==> config.mk <==
export PLATFORM = sky130hd
export DESIGN_NAME = mopSumUnit
export DESIGN_NICKNAME = d
export VERILOG_FILES = /design/src/source/addArchPkg.sv /design/src/source/mopIfPkg.sv /design/src/source/bitCompressor.sv /design/src/source/carrySaveArray.sv /design/src/source/prefixCarryNet.sv /design/src/source/prefixAdder.sv /design/src/source/multiOperandAdder.sv /design/src/source/mopSumUnit.sv
export SDC_FILE = /design/constraint.sdc
export NUM_CORES = 1
export LEC_CHECK = 0
export ABC_AREA = 1
export BUFFER_PORTS_ARGS = -buffer_cell sky130_fd_sc_hd__buf_4
export CAP_MARGIN = 20
export CORE_MARGIN = 4
export CORE_UTILIZATION = 40
export CTS_CLUSTER_DIAMETER = 200
export CTS_CLUSTER_SIZE = 25
export DETAILED_ROUTE_END_ITERATION = 12
export PLACE_DENSITY = 0.67
export SYNTH_ARGS = -nofsm -noshare
export SYNTH_HDL_FRONTEND = slang
export SYNTH_SLANG_ARGS = --single-unit
==> constraint.sdc <==
create_clock -name clk -period 7 [get_ports clk]
set_input_delay 1.05 -clock clk [delete_from_list [all_inputs] [get_ports clk]]
set_output_delay 1.05 -clock clk [all_outputs]
set_load 0.005 [all_outputs]
==> src/source/addArchPkg.sv <==
package addArchPkg;

	// datapath structure, picked once at elaboration
	// ripple gives linear compressors and a plain carry-propagate add
	// the two prefix styles both use tree compressors
	typedef enum logic [1:0] {
		archRipple    = 2'd0,
		archBrentKung = 2'd1,
		archSklansky  = 2'd2
	} adderArch_e;

	// default word width in bits
	localparam int defWidth = 16;

	// default operand count
	// the (m,2) compressor slice needs at least 4 inputs
	localparam int defDepth = 6;

	// fastest variant by default
	localparam adderArch_e defArch = archSklansky;

	// flattened operand bundle width
	localparam int defOpBits = defDepth * defWidth;

	// intermediate carries passed between neighbouring bit slices
	localparam int defLinks = defDepth - 3;

endpackage

==> src/source/mopIfPkg.sv <==
package mopIfPkg;

	import addArchPkg::*;

	// one operand set as it arrives at the unit
	// valid sits on top, operand 0 in the low word
	typedef struct packed {
		logic                              valid;    // plain strobe, no ready
		logic [defDepth-1:0][defWidth-1:0] operands; // index 0 is the lsb word
	} operandSet_t;

	// registered result
	// sum wraps modulo 2**defWidth, no carry-out kept
	typedef struct packed {
		logic                valid; // one per valid input set
		logic [defWidth-1:0] sum;
	} sumResult_t;

	// total bits of each bundle
	localparam int opSetBits  = 1 + defOpBits;
	localparam int resultBits = 1 + defWidth;

endpackage

==> src/source/bitCompressor.sv <==
module bitCompressor
	import addArchPkg::*;
#(
	parameter int         depth = defDepth, // bits of equal weight
	parameter adderArch_e arch  = defArch
) (
	input  logic [depth-1:0] bits,     // one bit per operand
	input  logic [depth-4:0] carryIn,  // from the slice one weight below
	output logic             sum,
	output logic             carry,    // weight +1, ends up in the carry vector
	output logic [depth-4:0] carryOut  // to the slice one weight above
);

	localparam int cells = depth - 2; // full adders per slice

	// full adder cell, returns {carry, sum}
	function automatic logic [1:0] fullAdd(
		input logic x,
		input logic y,
		input logic z
	);
		logic s;
		logic c;
		s = x ^ y ^ z;
		c = (x & y) | (z & (x ^ y)); // majority
		return {c, s};
	endfunction

	logic [cells-1:0] cellCarry; // top entry leaves as carry, rest go up a weight

	if (arch == archRipple) begin : gLinear
		logic [cells-1:0] partSum; // running sum along the chain

		// first cell eats three operand bits
		assign {cellCarry[0], partSum[0]} = fullAdd(bits[0], bits[1], bits[2]);

		// each later cell adds one operand bit and one carry from below
		for (genvar k = 1; k < cells; k++) begin : gCell
			assign {cellCarry[k], partSum[k]} =
				fullAdd(bits[k+2], carryIn[k-1], partSum[k-1]);
		end

		assign sum = partSum[cells-1]; // end of chain
	end else begin : gTree
		// node queue, operand bits first
		// every cell takes the next three nodes and appends its sum
		// followed by one incoming carry, so depth is log-ish
		logic [3*depth-6:0] node;

		assign node[depth-1:0] = bits;

		for (genvar k = 0; k < cells; k++) begin : gCell
			assign {cellCarry[k], node[depth+2*k]} =
				fullAdd(node[3*k], node[3*k+1], node[3*k+2]);
			if (k < cells - 1) begin : gFeed
				assign node[depth+2*k+1] = carryIn[k]; // late arrivals go in last
			end
		end

		assign sum = node[3*depth-6]; // last node left in the queue
	end

	assign carryOut = cellCarry[cells-2:0];
	assign carry    = cellCarry[cells-1];

endmodule

==> src/source/carrySaveArray.sv <==
module carrySaveArray
	import addArchPkg::*;
#(
	parameter int         width = defWidth,
	parameter int         depth = defDepth,
	parameter adderArch_e arch  = defArch
) (
	input  logic [depth*width-1:0] operands, // operand k at bits k*width
	output logic [width-1:0]       sum,
	output logic [width-1:0]       carry     // already weighted, bit 0 is zero
);

	localparam int links = depth - 3; // slice to slice carries

	logic [depth*width-1:0]     byWeight;   // bit i of every operand side by side
	logic [links*(width+1)-1:0] chain;      // slice i reads group i, writes group i+1
	logic [width-1:0]           sliceCarry; // unshifted slice carries

	// regroup by weight
	for (genvar i = 0; i < width; i++) begin : gWeight
		for (genvar k = 0; k < depth; k++) begin : gOp
			assign byWeight[i*depth+k] = operands[k*width+i];
		end
	end

	assign chain[links-1:0] = '0; // nothing below bit 0

	for (genvar i = 0; i < width; i++) begin : gSlice
		bitCompressor #(
			.depth(depth),
			.arch (arch)
		) i_slice (
			.bits    (byWeight[i*depth +: depth]),
			.carryIn (chain[i*links +: links]),
			.sum     (sum[i]),
			.carry   (sliceCarry[i]),
			.carryOut(chain[(i+1)*links +: links])
		);
	end

	// top link group and top slice carry fall off mod 2**width
	assign carry = {sliceCarry[width-2:0], 1'b0};

endmodule

==> src/source/prefixCarryNet.sv <==
module prefixCarryNet
	import addArchPkg::*;
#(
	parameter int         width = defWidth,
	parameter adderArch_e arch  = defArch
) (
	input  logic [width-1:0] genIn,   // per bit generate
	input  logic [width-1:0] propIn,  // per bit propagate
	output logic [width-1:0] genOut,  // group generate over bits 0..i
	output logic [width-1:0] propOut  // group propagate over bits 0..i
);

	localparam int levels = $clog2(width); // tree depth

	// prefix operator, high group absorbs the low group, returns {g, p}
	function automatic logic [1:0] gpDot(
		input logic gHi,
		input logic pHi,
		input logic gLo,
		input logic pLo
	);
		logic g;
		logic p;
		g = gHi | (pHi & gLo);
		p = pHi & pLo;
		return {g, p};
	endfunction

	if (arch == archRipple) begin : gSerial
		// one node per bit, width-1 deep
		assign genOut[0]  = genIn[0];
		assign propOut[0] = propIn[0];
		for (genvar i = 1; i < width; i++) begin : gBit
			assign {genOut[i], propOut[i]} =
				gpDot(genIn[i], propIn[i], genOut[i-1], propOut[i-1]);
		end
	end else if (arch == archBrentKung) begin : gBrentKung
		// up tree on levels 1..levels, down tree after that
		logic [2*levels-1:0][width-1:0] gLvl;
		logic [2*levels-1:0][width-1:0] pLvl;

		assign gLvl[0] = genIn;
		assign pLvl[0] = propIn;

		for (genvar l = 1; l <= levels; l++) begin : gUp
			localparam int span = 2 ** (l - 1); // half of the block
			for (genvar i = 0; i < width; i++) begin : gBit
				if ((i + 1) % (2 * span) == 0) begin : gNode // block top
					assign {gLvl[l][i], pLvl[l][i]} = gpDot(
						gLvl[l-1][i], pLvl[l-1][i],
						gLvl[l-1][i-span], pLvl[l-1][i-span]);
				end else begin : gPass
					assign gLvl[l][i] = gLvl[l-1][i];
					assign pLvl[l][i] = pLvl[l-1][i];
				end
			end
		end

		// fill in the middle of each block, widest first
		for (genvar d = 1; d < levels; d++) begin : gDown
			localparam int span = 2 ** (levels - d - 1);
			for (genvar i = 0; i < width; i++) begin : gBit
				if ((i + 1) % (2 * span) == span && i + 1 > 2 * span) begin : gNode
					assign {gLvl[levels+d][i], pLvl[levels+d][i]} = gpDot(
						gLvl[levels+d-1][i], pLvl[levels+d-1][i],
						gLvl[levels+d-1][i-span], pLvl[levels+d-1][i-span]);
				end else begin : gPass
					assign gLvl[levels+d][i] = gLvl[levels+d-1][i];
					assign pLvl[levels+d][i] = pLvl[levels+d-1][i];
				end
			end
		end

		assign genOut  = gLvl[2*levels-1];
		assign propOut = pLvl[2*levels-1];
	end else begin : gSklansky
		// log depth, upper half of each block taps the lower half top
		logic [levels:0][width-1:0] gLvl;
		logic [levels:0][width-1:0] pLvl;

		assign gLvl[0] = genIn;
		assign pLvl[0] = propIn;

		for (genvar l = 1; l <= levels; l++) begin : gLevel
			localparam int span = 2 ** (l - 1);
			for (genvar i = 0; i < width; i++) begin : gBit
				if (i % (2 * span) >= span) begin : gNode
					localparam int src = i - (i % span) - 1; // lower half top bit
					assign {gLvl[l][i], pLvl[l][i]} = gpDot(
						gLvl[l-1][i], pLvl[l-1][i],
						gLvl[l-1][src], pLvl[l-1][src]);
				end else begin : gPass
					assign gLvl[l][i] = gLvl[l-1][i];
					assign pLvl[l][i] = pLvl[l-1][i];
				end
			end
		end

		assign genOut  = gLvl[levels];
		assign propOut = pLvl[levels];
	end

endmodule

==> src/source/prefixAdder.sv <==
module prefixAdder
	import addArchPkg::*;
#(
	parameter int         width = defWidth,
	parameter adderArch_e arch  = defArch
) (
	input  logic [width-1:0] a,
	input  logic [width-1:0] b,
	output logic [width-1:0] sum  // mod 2**width, carry-out dropped
);

	if (arch == archRipple) begin : gRipple
		// let synthesis build the plain ripple
		assign sum = a + b;
	end else begin : gPrefix
		logic [width-1:0] bitGen;   // a and b
		logic [width-1:0] bitProp;  // xor, doubles as half sum
		logic [width-1:0] carryGen; // carry out of bit i, top one unused

		assign bitGen  = a & b;
		assign bitProp = a ^ b;

		prefixCarryNet #(
			.width(width),
			.arch (arch)
		) i_prefix (
			.genIn  (bitGen),
			.propIn (bitProp),
			.genOut (carryGen),
			.propOut()          // no carry in, group propagate not needed
		);

		// carry into bit i comes from bits below
		assign sum = bitProp ^ {carryGen[width-2:0], 1'b0};
	end

endmodule

==> src/source/multiOperandAdder.sv <==
module multiOperandAdder
	import addArchPkg::*;
#(
	parameter int         width = defWidth,
	parameter int         depth = defDepth,
	parameter adderArch_e arch  = defArch
) (
	input  logic [depth*width-1:0] operands, // operand k at bits k*width
	output logic [width-1:0]       sum       // mod 2**width
);

	logic [width-1:0] csSum;   // carry-save sum vector
	logic [width-1:0] csCarry; // carry vector, pre-shifted

	// reduce all operands to two
	carrySaveArray #(
		.width(width),
		.depth(depth),
		.arch (arch)
	) i_csa (
		.operands(operands),
		.sum     (csSum),
		.carry   (csCarry)
	);

	// final carry-propagate add
	prefixAdder #(
		.width(width),
		.arch (arch)
	) i_cpa (
		.a  (csSum),
		.b  (csCarry),
		.sum(sum)
	);

endmodule

==> src/source/mopSumUnit.sv <==
module mopSumUnit
	import addArchPkg::*;
	import mopIfPkg::*;
#(
	parameter adderArch_e arch = defArch
) (
	input  logic        clk,
	input  logic        rstN,
	input  operandSet_t opIn,   // new set may arrive every cycle
	output sumResult_t  sumOut  // 2 register stages behind opIn
);

	logic                 inValid;  // stage 1 strobe
	logic [defOpBits-1:0] inOps;    // stage 1 operands, flattened
	logic [defWidth-1:0]  rawSum;   // combinational datapath result
	logic                 outValid; // stage 2 strobe
	logic [defWidth-1:0]  outSum;   // stage 2 sum

	// valid pipeline, the only state that needs clearing
	always_ff @(posedge clk or negedge rstN) begin
		if (!rstN) begin
			inValid  <= 1'b0;
			outValid <= 1'b0;
		end else begin
			inValid  <= opIn.valid;
			outValid <= inValid; // follows its operands through the adder
		end
	end

	// payload registers, loaded every cycle regardless of valid
	always_ff @(posedge clk) begin
		inOps  <= opIn.operands;
		outSum <= rawSum;
	end

	multiOperandAdder #(
		.width(defWidth),
		.depth(defDepth),
		.arch (arch)
	) i_adder (
		.operands(inOps),
		.sum     (rawSum)
	);

	assign sumOut.valid = outValid;
	assign sumOut.sum   = outSum;

endmodule

* After elaboration in Yosys (flattened, before gate mapping)
Index checks and enable logic that the tools add are counted.
** Cells by class
- Bitwise gates (word level) :: 373
** Operators with widths (number)
- bitwise AND 1 bit :: 159
- XOR 1 bit :: 125
- OR 1 bit :: 86
- XOR 16 bit :: 2
- bitwise AND 15 bit :: 1
** Storage, ports and cells
- Flip-flop bits (word level) :: 114
- Bits of input ports :: 99
- Output and inout bits :: 17
- Logic and storage cells :: 377

* Depth between registers and ports, before layout
Gate-level depths: netlist (run 1).
- Depth in word-level cells :: 18
- Depth in mapped cells :: 17
- Depth with buffers taken out :: 17

* Modules after synthesis
A second synthesis (run 1) with hierarchy kept.
** Second synthesis, totals
- Cells, all modules :: 561
- Area, all modules :: 5308.8 µm²
** By module, submodules not included
- mopSumUnit :: times used 1, cells each 115, area each 2299.7 µm², sequential area each 2292.2 µm²
- bitCompressor :: times used 16, cells each 14, area each 117.6 µm², sequential area each 0.0 µm²
- prefixCarryNet :: times used 1, cells each 113, area each 514.2 µm², sequential area each 0.0 µm²
- prefixAdder :: times used 1, cells each 92, area each 489.2 µm², sequential area each 0.0 µm²
- carrySaveArray :: times used 1, cells each 17, area each 123.9 µm², sequential area each 0.0 µm²

* Worst setup path after synthesis (run 1)
No wires, ideal clock.
- Path kind :: register to register
- From :: reg inOps[50]
- To :: reg outSum[8]
- Library setup time :: 0.057 ns
- Arrival time :: 3.306 ns
- Data required time :: 6.943 ns
- Setup slack :: 3.637 ns
- Stages on the path, launching flop included :: 15
- Path buffers :: 0
- Clock period less this slack :: 3.363 ns
- Cells stage by stage :: dfxtp_1 -> inv_1 -> fa_1 -> inv_1 -> fa_1 -> inv_1 -> fa_1 -> inv_1 -> ha_1 -> fa_1 -> nand3_2 -> nand3_2 -> inv_1 -> fa_1 -> inv_1
** On the way
- Cells in the longest elaborated chain, start to end :: 13
- Elaborated cells between the ends (all ways) :: 34
- Classes of those cells :: 34 x bitwise
** Ends and longest elaborated chain
- start, declared :: line mopSumUnit.sv:14 : logic [defOpBits-1:0] inOps;
- start signal, assigned :: line mopSumUnit.sv:32 : inOps <= opIn.operands;
- XOR 1 bit :: line bitCompressor.sv:24, bitCompressor.sv:25
- XOR 1 bit or bitwise AND 1 bit (tied branches) :: line bitCompressor.sv:24, bitCompressor.sv:25
- bitwise AND 1 bit, or another cell as far along :: line bitCompressor.sv:25 : c = (x & y) | (z & (x ^ y));
- OR 1 bit or XOR 1 bit (tied branches) :: line bitCompressor.sv:25, bitCompressor.sv:24
- bitwise AND 1 bit :: line bitCompressor.sv:25
- OR 1 bit :: line bitCompressor.sv:25
- bitwise AND 15 bit or XOR 16 bit (tied branches) :: line prefixAdder.sv:20, prefixAdder.sv:21
- bitwise AND 1 bit, on equally long branches :: line prefixCarryNet.sv:24, prefixCarryNet.sv:25
- OR 1 bit or bitwise AND 1 bit (tied branches) :: line prefixCarryNet.sv:24 : g = gHi | (pHi & gLo);
- bitwise AND 1 bit or OR 1 bit (tied branches) :: line prefixCarryNet.sv:24
- OR 1 bit or bitwise AND 1 bit (tied branches) :: line prefixCarryNet.sv:24
- OR 1 bit (*) :: line prefixCarryNet.sv:24
- XOR 16 bit (*) :: line prefixAdder.sv:34 : assign sum = bitProp ^ {carryGen[width-2:0], 1'b0};
- named net i_adder.i_cpa.sum[8] :: line prefixAdder.sv:9 : output logic [width-1:0] sum
- end signal, assigned :: line mopSumUnit.sv:33 : outSum <= rawSum;
- end, declared :: line mopSumUnit.sv:17 : logic [defWidth-1:0] outSum;
Mark *: on every way through the listed nets, which the timed path passes. The rest lies on a longest branch.

* Final worst setup path (run 1)
Same ends and word-level chain as after synthesis.

==> summary.txt, run 1 <==
Status
  • Status: finished, final reports clean

Min path
  • HP Class: register to register
  • Hold Path Stages: 0
  • Hold path start: inValid
  • WHS Endpoint: outValid

STA
  • Final hold viol count: 0
  • Final setup vio count: 0
  • Skew final: 0.00956 ns
  • Hold WS: 0.357 ns
  • Slew @ Worst Pin: 0.214 ns
  • Fmax: 281 MHz
  • Final worst path period share: 50.8%
  • Rel. slew slack: 85.8%
  • Final worst path period need: 3.56 ns
  • RSZ-0062 raised after global routing: false
  • Sum of negative setup slack: 0 ns
  • Final Max Slew Viols: 0

Worst setup path
  • Reg2reg setup slack: 3.44 ns
  • CP startpoint kind: register
  • Critical path, cell by cell: inv_1 -> fa_1 -> inv_1 -> fa_1 -> inv_1 -> fa_1 -> inv_1 -> ha_1 -> fa_1 -> nand3_2 -> nand3_2 -> inv_1 -> fa_1 -> inv_1
  • Reg2reg end: outSum[8]
  • Req. time, crit path: 7.36 ns
  • Element type at the critical path end: register
  • Reg2Reg Depth: 14
  • Max stage delay on crit path: 0.54 ns
  • Crit-path slowest cell: fa_1
  • Crit-path most repeated cell: inv_1
  • CP Data Arrival Time: 3.91 ns
  • Cell family with most CP delay: adder cells
  • CP max FO: 8
  • WP buf/inv: 6
  • Critical path class: register to register
  • FF-to-FF Start: inOps[50]

Placement
  • RD Place Congestion: 0.743
  • DP Wirelength: 6.20 mm
  • Port Buffer Count: 115

GRT
  • Initial antenna violation count: 0
  • Largest net degree at the start of global routing: 17
  • First-pass GRT wire length: 13.1 mm
  • Vias in the first global route: 3,205
  • Tot GR Track Use: 13.0%
  • Global route overflow: 0

Drt
  • Drt drc: 0
  • DR pass1 iterations: 4
  • Antenna Violating Nets Remaining: 0
  • DR vias: 2,957
  • Avg Vias per Cell: 4.11
  • Drt wl/cell: 10.8 um
  • DRT Wirelength: 7.77 mm
  • Violation count after the first detailed-route iteration: 91

Power
  • Power Total: 2520 uW
  • P_leak: 0.00342 uW
  • Maximum vdd ir drop: 0.333 mV
  • Pwr dens: 393 nW/um2

Clock tree
  • Clk Tree Root Cell: clkbuf_16
  • Worst-path clk slew: 0.05 ns
  • Setup Buffers After CTS: 0
  • CTS Buf Count: 17
  • CTS max path bufs: 2
  • Clk sinks: 114
  • Clock latency on the worst-skew pair: 0.41 ns
  • CTS Hold Buffers Added: 0
  • PostCTS Resize Cnt: 0
  • CTS tree: done
  • Number of H-tree levels: 4

Logic synthesis
  • YS warnings: 0
  • Cell variety after synth: 19
  • Seq/Total Area, Yosys: 48.6%
  • Synthesized flop and latch total: 114
  • Syn_area_per_cell: 11.0 um2
  • Mapped cell area: 4710 um2
  • Post-Syn Instances: 430
  • Post-Syn Nets: 603

Layout
  • Most frequent cells in the layout: inv_1 (144), buf_4 (115), dfxtp_1 (112), fa_1 (61), nand2_1 (51)
  • Share of layout cells above drive strength 1: 27.6%
  • Area grow syn2layout: 36.3%
  • FILL cells: 944
  • Diode count: 0
  • Most common cell after layout, fill and taps aside: inv_1
  • Number of nets in the layout: 736

Run
  • Max-cap violations: 0

Floorplan
  • Site Rows: 39
  • IO Count: 116
  • Die span in x: 117 um
  • Die area: 13,600 um2
  • Core Region: 11,500 um2
  • Starting Density: 41.1%
  • Die Ht: 117 um
-- per-layer routing --
layer / up-vias / wire length (um) / global-route usage, % / part of all wire [%]
met5: - / 0 / 0 / 0
met1: 1390 / 2730 / 12.6 / 35
met4: 0 / 191 / 7.80 / 2.5
met2: 91 / 4100 / 22.5 / 53
met3: 16 / 750 / 5.85 / 9.7
li1: 1460 / - / - / -
-- kinds of logic after synthesis --
| kind of cell | share of synthesized area [%] |
|---|---|
| XOR/XNOR | 1.86 |
| flip-flops | 48.6 |
| AO/OA/AOI/OAI | 1.17 |
| AND/OR/NAND/NOR | 7.17 |
| adder cells (fa/ha/maj) | 29.4 |
| buffers and inverters | 11.8 |
-- worst max-delay path by stage --
stage,from,to,slack [ns],depth (start not counted)
floorplan,inOps[50],outSum[8],3.64,14
global placement,inOps[50],outSum[8],3.50,14
detailed placement,inOps[50],outSum[8],3.40,14
CTS,inOps[50],outSum[8],3.39,14
global route,inOps[50],outSum[8],3.24,14
finish,inOps[50],outSum[8],3.44,14
-- sequential cells by signal, indices dropped and copies added (netlist names) --
register  count
inOps        96
inValid       1
outSum       16
outValid      1
-- synthesized netlist by cell type (all sizes together) --
cell type  count  area [um2]
nand3b         2        15.0
dfrtp          2        50.1
xnor2          6        52.6
and2           1        8.76
buf            1        7.51
fa            61        1220
xor2           4        35.0
nor2           6        32.5
inv          146         548
ha            13         163
nand2         55         216
dfxtp        112        2240
a21oi         11        55.1
nand3         10        65.1
-- layout make-up --
type	count	area, um2	area share (%)
multi-input combinational	169	1860	29.0
sequential	114	2290	35.7
inverter	146	548	8.53
clock buffer	18	439	6.84
tap	143	179	2.79
clock inverter	14	235	3.66
timing repair buffer	115	863	13.4
-- power breakdown --
part,internal (uW),switching (uW),total [uW]
sequential,742,27.0,769
combinational,364,423,787
clock,674,293,967
-- stage by stage --
| stage | utilization [%] | cell area, um2 | setup slack, ns | std cells |
|---|---|---|---|---|
| CTS | 56.0 | 6420 | 3.39 | 719 |
| floorplan | - | 4710 | 3.64 | 430 |
| detailed placement | 50.1 | 5750 | 3.40 | 687 |
| global placement | 50.1 | 5750 | 3.50 | 687 |
| global route | 56.0 | 6420 | 3.24 | 719 |
| finish | 56.0 | 6420 | 3.44 | 719 |
Note: power is estimated with default switching activity, not from simulation.
==> run 2: changes to the inputs <==
--- a/config.mk
+++ b/config.mk
@@ -13,7 +13,7 @@
 export CTS_CLUSTER_DIAMETER = 200
 export CTS_CLUSTER_SIZE = 25
 export DETAILED_ROUTE_END_ITERATION = 12
-export PLACE_DENSITY = 0.67
+export PLACE_DENSITY = 0.69
 export SYNTH_ARGS = -nofsm -noshare
 export SYNTH_HDL_FRONTEND = slang
 export SYNTH_SLANG_ARGS = --single-unit
==> constraint.sdc (replaced) <==
create_clock -name clk -period 2.99 [get_ports clk]
set_input_delay 0.4485 -clock clk [delete_from_list [all_inputs] [get_ports clk]]
set_output_delay 0.4485 -clock clk [all_outputs]
set_load 0.005 [all_outputs]
==> summary.txt, run 2 (synthesis gave the netlist of run 1 again) <==
Layout
  • Max FFs per register: 96 (unchanged)
  • Area grow syn2layout: 39.5%
  • Biggest regs: inOps x96, outSum x16
  • Most common cell after layout, fill and taps aside: inv_1
  • Diode count: 0 (unchanged)
  • FILL cells: 967 (+2.4%)
  • Most flops, register: inOps
  • Number of nets in the layout: 751 (+2.0%)
  • Share of layout cells above drive strength 1: 35.3% (+7.7 points)
  • Most frequent cells in the layout: inv_1 (131), buf_4 (128), dfxtp_1 (107), fa_1 (58), nand2_1 (46)

Clock tree
  • Clk Tree Root Cell: clkbuf_16
  • Clock latency on the worst-skew pair: 0.40 ns (about the same)
  • CTS tree: done
  • Worst-path clk slew: 0.05 ns (about the same)
  • Clk sinks: 114 (unchanged)
  • Number of H-tree levels: 4 (unchanged)
  • CTS max path bufs: 2 (unchanged)
  • CTS Buf Count: 17 (unchanged)

Status
  • Violated checks: negative setup slack
  • Status: finished with violations

Worst setup path
  • Critical path class: register to register
  • Req. time, crit path: 3.34 ns (-4.02 ns)
  • CP Data Arrival Time: 3.66 ns (-0.25 ns)
  • CP startpoint kind: register
  • CP max FO: 3 (-5)
  • Element type at the critical path end: register

Drt
  • Drt wl/cell: 11.1 um (+2.3%)
  • DR vias: 2,980 (+0.78%)
  • Drt drc: 0 (unchanged)
  • DR pass1 iterations: 4 (unchanged)
  • Violation count after the first detailed-route iteration: 94 (+3.3%)
  • Antenna Violating Nets Remaining: 0 (unchanged)
  • DRT Wirelength: 8.11 mm (+4.3%)
  • Avg Vias per Cell: 4.07 (-1.1%)

STA
  • Worst Slack Setup Final: -0.318 ns (-3.76 ns)
  • Slew @ Worst Pin: 0.243 ns (+0.0293 ns)
  • Final Max Slew Viols: 0 (unchanged)
  • Fmax: 302 MHz (+7.6%)
  • Final hold viol count: 0 (unchanged)
  • Final worst path period share: 111% (+60 points)
  • Hold WS: 0.142 ns (-0.216 ns)
  • RSZ-0062 raised after global routing: true
  • Final setup vio count: 11 (+11)
  • Rel. slew slack: 83.8% (-2.0 points)
  • Final worst path period need: 3.31 ns (-0.250 ns)
  • Skew final: 0.00542 ns (-0.00414 ns)

Floorplan
  • Site Rows: 39 (unchanged)
  • IO Count: 116 (unchanged)
  • Starting Density: 41.1% (unchanged)
  • Die Ht: 117 um (unchanged)
  • Core Region: 11,500 um2 (unchanged)
  • Die span in x: 117 um (unchanged)
  • Die area: 13,600 um2 (unchanged)

Power
  • Maximum vdd ir drop: 0.617 mV (+85%)
  • P_int: 4180 uW (+130%)
  • Sw Share: 31.0% (+1.5 points)
  • P_leak: 0.00343 uW (+0.31%)
  • Pwr dens: 920 nW/um2 (+130%)
  • Comb pwr share: 38.8% (+7.6 points)
  • Power Total: 6050 uW (+140%)
  • Flop pwr share: 29.8% (-0.7 points)
  • Clk pwr share: 31.4% (-6.9 points)
  • Switching pwr: 1870 uW (+150%)

GRT
  • Initial antenna violation count: 0 (unchanged)
  • Global route overflow: 0 (unchanged)
  • First-pass GRT wire length: 13.6 mm (+3.6%)
  • Largest net degree at the start of global routing: 17 (unchanged)
  • Vias in the first global route: 3,246 (+1.3%)
  • Tot GR Track Use: 13.4% (+0.48 points)

Placement
  • DP Wirelength: 6.56 mm (+5.8%)
  • Port Buffer Count: 115 (unchanged)
  • RD Place Congestion: 0.740 (-0.40%)

Min path
  • HP Class: input port to register

Run
  • Max-cap violations: 0 (unchanged)
-- run 2: final timing paths --
check                            endpoint  slack [ns]  cells after the start  startpoint
max in group asynchronous         inValid        2.54                      2        rstN
worst min register to register   outValid        0.35                      0     inValid
worst max register to register  outSum[8]       -0.32                     14   inOps[82]
min in group asynchronous        outValid        0.36                      2        rstN
worst min-delay path            inOps[92]        0.14                      1    opIn[92]
worst max-delay path            outSum[8]       -0.32                     14   inOps[82]
-- run 2: metal layers --
layer | vias to the layer above | routed length, um | GRT usage (%) | share of wire [%]
met5 | - | 0 | 0 | 0
met4 | 0 | 196 | 6.88 | 2.4
met3 | 17 | 799 | 6.11 | 9.9
met2 | 99 | 4170 | 22.5 | 51
met1 | 1371 | 2940 | 14.3 | 36
li1 | 1493 | - | - | -
-- run 2: cell type report --
class,count,area [um2],share of cell area (%)
Sequential cell,114,2300,35.0
Multi-Input combinational cell,169,2000,30.4
Timing Repair Buffer,130,982,14.9
Inverter,146,548,8.33
Clock buffer,21,460,7.00
Tap cell,143,179,2.72
Clock inverter,10,110,1.67
-- run 2: metrics by stage --
stage / area, um2 / utilization, % / worst slack, ns / cells / TNS (ns)
6_report: 6580 / 57.3 / -0.318 / 733 / -2.60
5_1_grt: 6580 / 57.3 / -0.419 / 733 / -4.04
4_1_cts: 6530 / 56.9 / -0.336 / 733 / -3.01
3_5_place_dp: 5920 / 51.6 / -0.345 / 699 / -3.00
3_3_place_gp: 5920 / 51.6 / -0.269 / 699 / -2.24
2_1_floorplan: 4790 / - / -0.252 / 430 / -0.818
-- run 2: critical path: stages, from the launching register on --
cell and delay, ns:
dfxtp_2 0.32, inv_2 0.04, fa_1 0.54, inv_1 0.05
fa_1 0.48, inv_1 0.05, fa_1 0.47, inv_1 0.05
ha_2 0.17, fa_2 0.37, nand3_2 0.11, nand3_4 0.08
inv_2 0.06, fa_2 0.41, inv_1 0.06
-- run 2: power by group through the flow --
stage | clock network (uW) | registers, uW | logic [uW]
after floorplan | 0 | 1830 | 1430
after global placement | 0 | 1830 | 2150
after detailed placement | 0 | 1840 | 2200
after CTS | 1960 | 1810 | 2280
after global routing | 2030 | 1820 | 2690
final | 1900 | 1800 | 2340
-- run 2: what timing repair did --
item | 4_1_cts | 5_1_grt
setup endpoints to repair | 12 | 12
gates resized for setup | 8 | 18
setup buffers | 2 | 0
hold endpoints to repair | 2 | 0
hold buffers | 1 | 0
pin swaps | 8 | 11
==> run 3: changes to the inputs <==
--- a/config.mk
+++ b/config.mk
@@ -13,7 +13,7 @@
 export CTS_CLUSTER_DIAMETER = 200
 export CTS_CLUSTER_SIZE = 25
 export DETAILED_ROUTE_END_ITERATION = 12
-export PLACE_DENSITY = 0.69
+export PLACE_DENSITY = 0.67
 export SYNTH_ARGS = -nofsm -noshare
 export SYNTH_HDL_FRONTEND = slang
 export SYNTH_SLANG_ARGS = --single-unit
==> constraint.sdc (replaced) <==
create_clock -name clk -period 3.5 [get_ports clk]
set_input_delay 0.525 -clock clk [delete_from_list [all_inputs] [get_ports clk]]
set_output_delay 0.525 -clock clk [all_outputs]
set_load 0.005 [all_outputs]
==> summary.txt, run 3 (synthesis gave the netlist of run 1 again) <==
Layout
  • Fin util: 55.5% (-1.8 points)
  • Diode count: 0 (unchanged)
  • Share of layout cells above drive strength 1: 27.9% (-7.4 points)
  • FILL cells: 964 (-0.31%)
  • Sequential cell area: 2290 um2 (-0.27%)
  • Number of nets in the layout: 738 (-1.7%)
  • Most frequent cells in the layout: inv_1 (143), buf_4 (116), dfxtp_1 (112), fa_1 (59), nand2_1 (51)
  • Final Cell Area: 6370 um2 (-3.2%)
  • Most common cell after layout, fill and taps aside: inv_1
  • Area of the multi-input gates: 1880 um2 (-5.8%)
  • Most flops, register: inOps
  • Area grow syn2layout: 35.1%
  • Max FFs per register: 96 (unchanged)
  • Biggest regs: inOps x96, outSum x16

Worst setup path
  • Reg2reg setup slack: 0.14 ns (+0.46 ns)
  • Crit-path most repeated cell: inv_1
  • Crit-path slowest cell: fa_1
  • Req. time, crit path: 3.80 ns (+0.46 ns)
  • CP Capture Point: outSum[8]
  • Reg2Reg Depth: 15 (+1)
  • Cell family with most CP delay: adder cells
  • FF-to-FF Start: inOps[4]
  • Critical path, cell by cell: inv_1 -> fa_1 -> inv_1 -> fa_1 -> inv_1 -> fa_1 -> inv_2 -> ha_1 -> nand2_1 -> inv_2 -> nand3_2 -> nand3_2 -> inv_1 -> fa_2 -> inv_1
  • Reg2reg end: outSum[8]
  • WP buf/inv: 7 (+1)
  • CP startpoint kind: register
  • CP max FO: 2 (-1)
  • Critical path class: register to register
  • CP Data Arrival Time: 3.66 ns (about the same)
  • Element type at the critical path end: register
  • Max stage delay on crit path: 0.55 ns (about the same)
  • Crit path from: inOps[4]
  • CP Depth: 15 (+1)

Placement
  • DP Wirelength: 6.19 mm (-5.7%)
  • Dpl ws: 0.106 ns (+0.451 ns)
  • Port Buffer Count: 115 (unchanged)
  • Placed cell area: 5750 um2 (-2.8%)
  • RD Place Congestion: 0.735 (-0.64%)

Min path
  • HP Class: input port to register

Floorplan
  • Die area: 13,600 um2 (unchanged)
  • Core Region: 11,500 um2 (unchanged)
  • IO Count: 116 (unchanged)
  • Starting Density: 41.1% (unchanged)
  • Die span in x: 117 um (unchanged)
  • Die Ht: 117 um (unchanged)
  • Site Rows: 39 (unchanged)

STA
  • Rel. slew slack: 84.1% (+0.28 points)
  • Fmax: 298 MHz (-1.5%)
  • Final worst path period share: 96.0% (-15 points)
  • Slew @ Worst Pin: 0.239 ns (-0.00415 ns)
  • Final Max Slew Viols: 0 (unchanged)
  • Final worst path period need: 3.36 ns (+0.0513 ns)
  • Skew final: 0.00848 ns (+0.00307 ns)
  • Worst Slack Setup Final: 0.141 ns (+0.459 ns)
  • Final setup vio count: 0 (-11)
  • Final hold viol count: 0 (unchanged)

GRT
  • Global route overflow: 0 (unchanged)
  • Largest net degree at the start of global routing: 17 (unchanged)
  • Tot GR Track Use: 12.7% (-0.71 points)
  • Vias in the first global route: 3,188 (-1.8%)
  • First-pass GRT wire length: 12.9 mm (-5.0%)
  • Initial antenna violation count: 0 (unchanged)

Drt
  • Avg Vias per Cell: 4.11 (+1.1%)
  • Drt drc: 0 (unchanged)
  • DR pass1 iterations: 5 (+1)
  • Violation count after the first detailed-route iteration: 59 (-37%)
  • DR vias: 2,959 (-0.70%)
  • Drt wl/cell: 10.6 um (-4.1%)
  • DRT Wirelength: 7.64 mm (-5.8%)
  • Antenna Violating Nets Remaining: 0 (unchanged)

Clock tree
  • CTS Buf Count: 17 (unchanged)
  • Setup Buffers After CTS: 0 (-2)
  • Clk Tree Root Cell: clkbuf_16
  • Clk sinks: 114 (unchanged)
  • CTS tree: done
  • Worst-path clk slew: 0.05 ns (about the same)
  • Number of H-tree levels: 4 (unchanged)
  • Clock latency on the worst-skew pair: 0.41 ns (about the same)
  • CTS max path bufs: 2 (unchanged)

Run
  • Max-cap violations: 0 (unchanged)

Power
  • Pwr dens: 757 nW/um2 (-18%)
  • P_leak: 0.00339 uW (-1.3%)
  • Maximum vdd ir drop: 0.761 mV (+23%)

Status
  • Status: finished, final reports clean
## run 3: how the worst min path moves through the flow
stage               startpoint   endpoint  slack (ns)  cells after the start
detailed placement        rstN   outValid        0.31                      1
global route          opIn[32]  inOps[32]        0.19                      1
floorplan                 rstN    inValid        0.23                      0
CTS                   opIn[72]  inOps[72]        0.19                      1
finish                opIn[14]  inOps[14]        0.22                      1
global placement          rstN    inValid        0.31                      1
## run 3: timing repair
item	4_1_cts	5_1_grt
setup endpoints to repair	0	7
resized for setup	0	4
hold endpoints to repair	2	0
hold buffers	1	0
## run 3: per-layer routing
layer	GRT usage (%)	up-vias	routed length, um
met1	12.4	1365	2680
met3	6.68	15	876
met4	7.26	0	117
met2	21.6	109	3960
li1	-	1470	-
met5	0	-	0
## run 3: metrics by stage
| stage | instances | total power, uW | hold slack, ns | setup TNS, ns |
|---|---|---|---|---|
| finish | 720 | 4820 | 0.218 | 0 |
| global route | 720 | 5210 | 0.189 | -0.00765 |
| CTS | 720 | 4890 | 0.187 | 0 |
| detailed placement | 688 | 3180 | 0.308 | 0 |
| global placement | 688 | 3120 | 0.307 | 0 |
| floorplan | 430 | 2660 | 0.229 | 0 |
## run 3: where the power goes
part	internal [uW]	switching [uW]	total (uW)
Combinational	758	842	1600
Sequential	1480	51.5	1540
Clock	1120	561	1680
## run 3: area by class of cell
class                           instances  share of cell area (%)
Clock buffer                           20                    7.02
Clock inverter                         11                    2.16
Inverter                              146                    8.61
Multi-Input combinational cell        169                    29.6
Sequential cell                       114                    36.0
Tap cell                              143                    2.81
Timing Repair Buffer                  117                    13.8
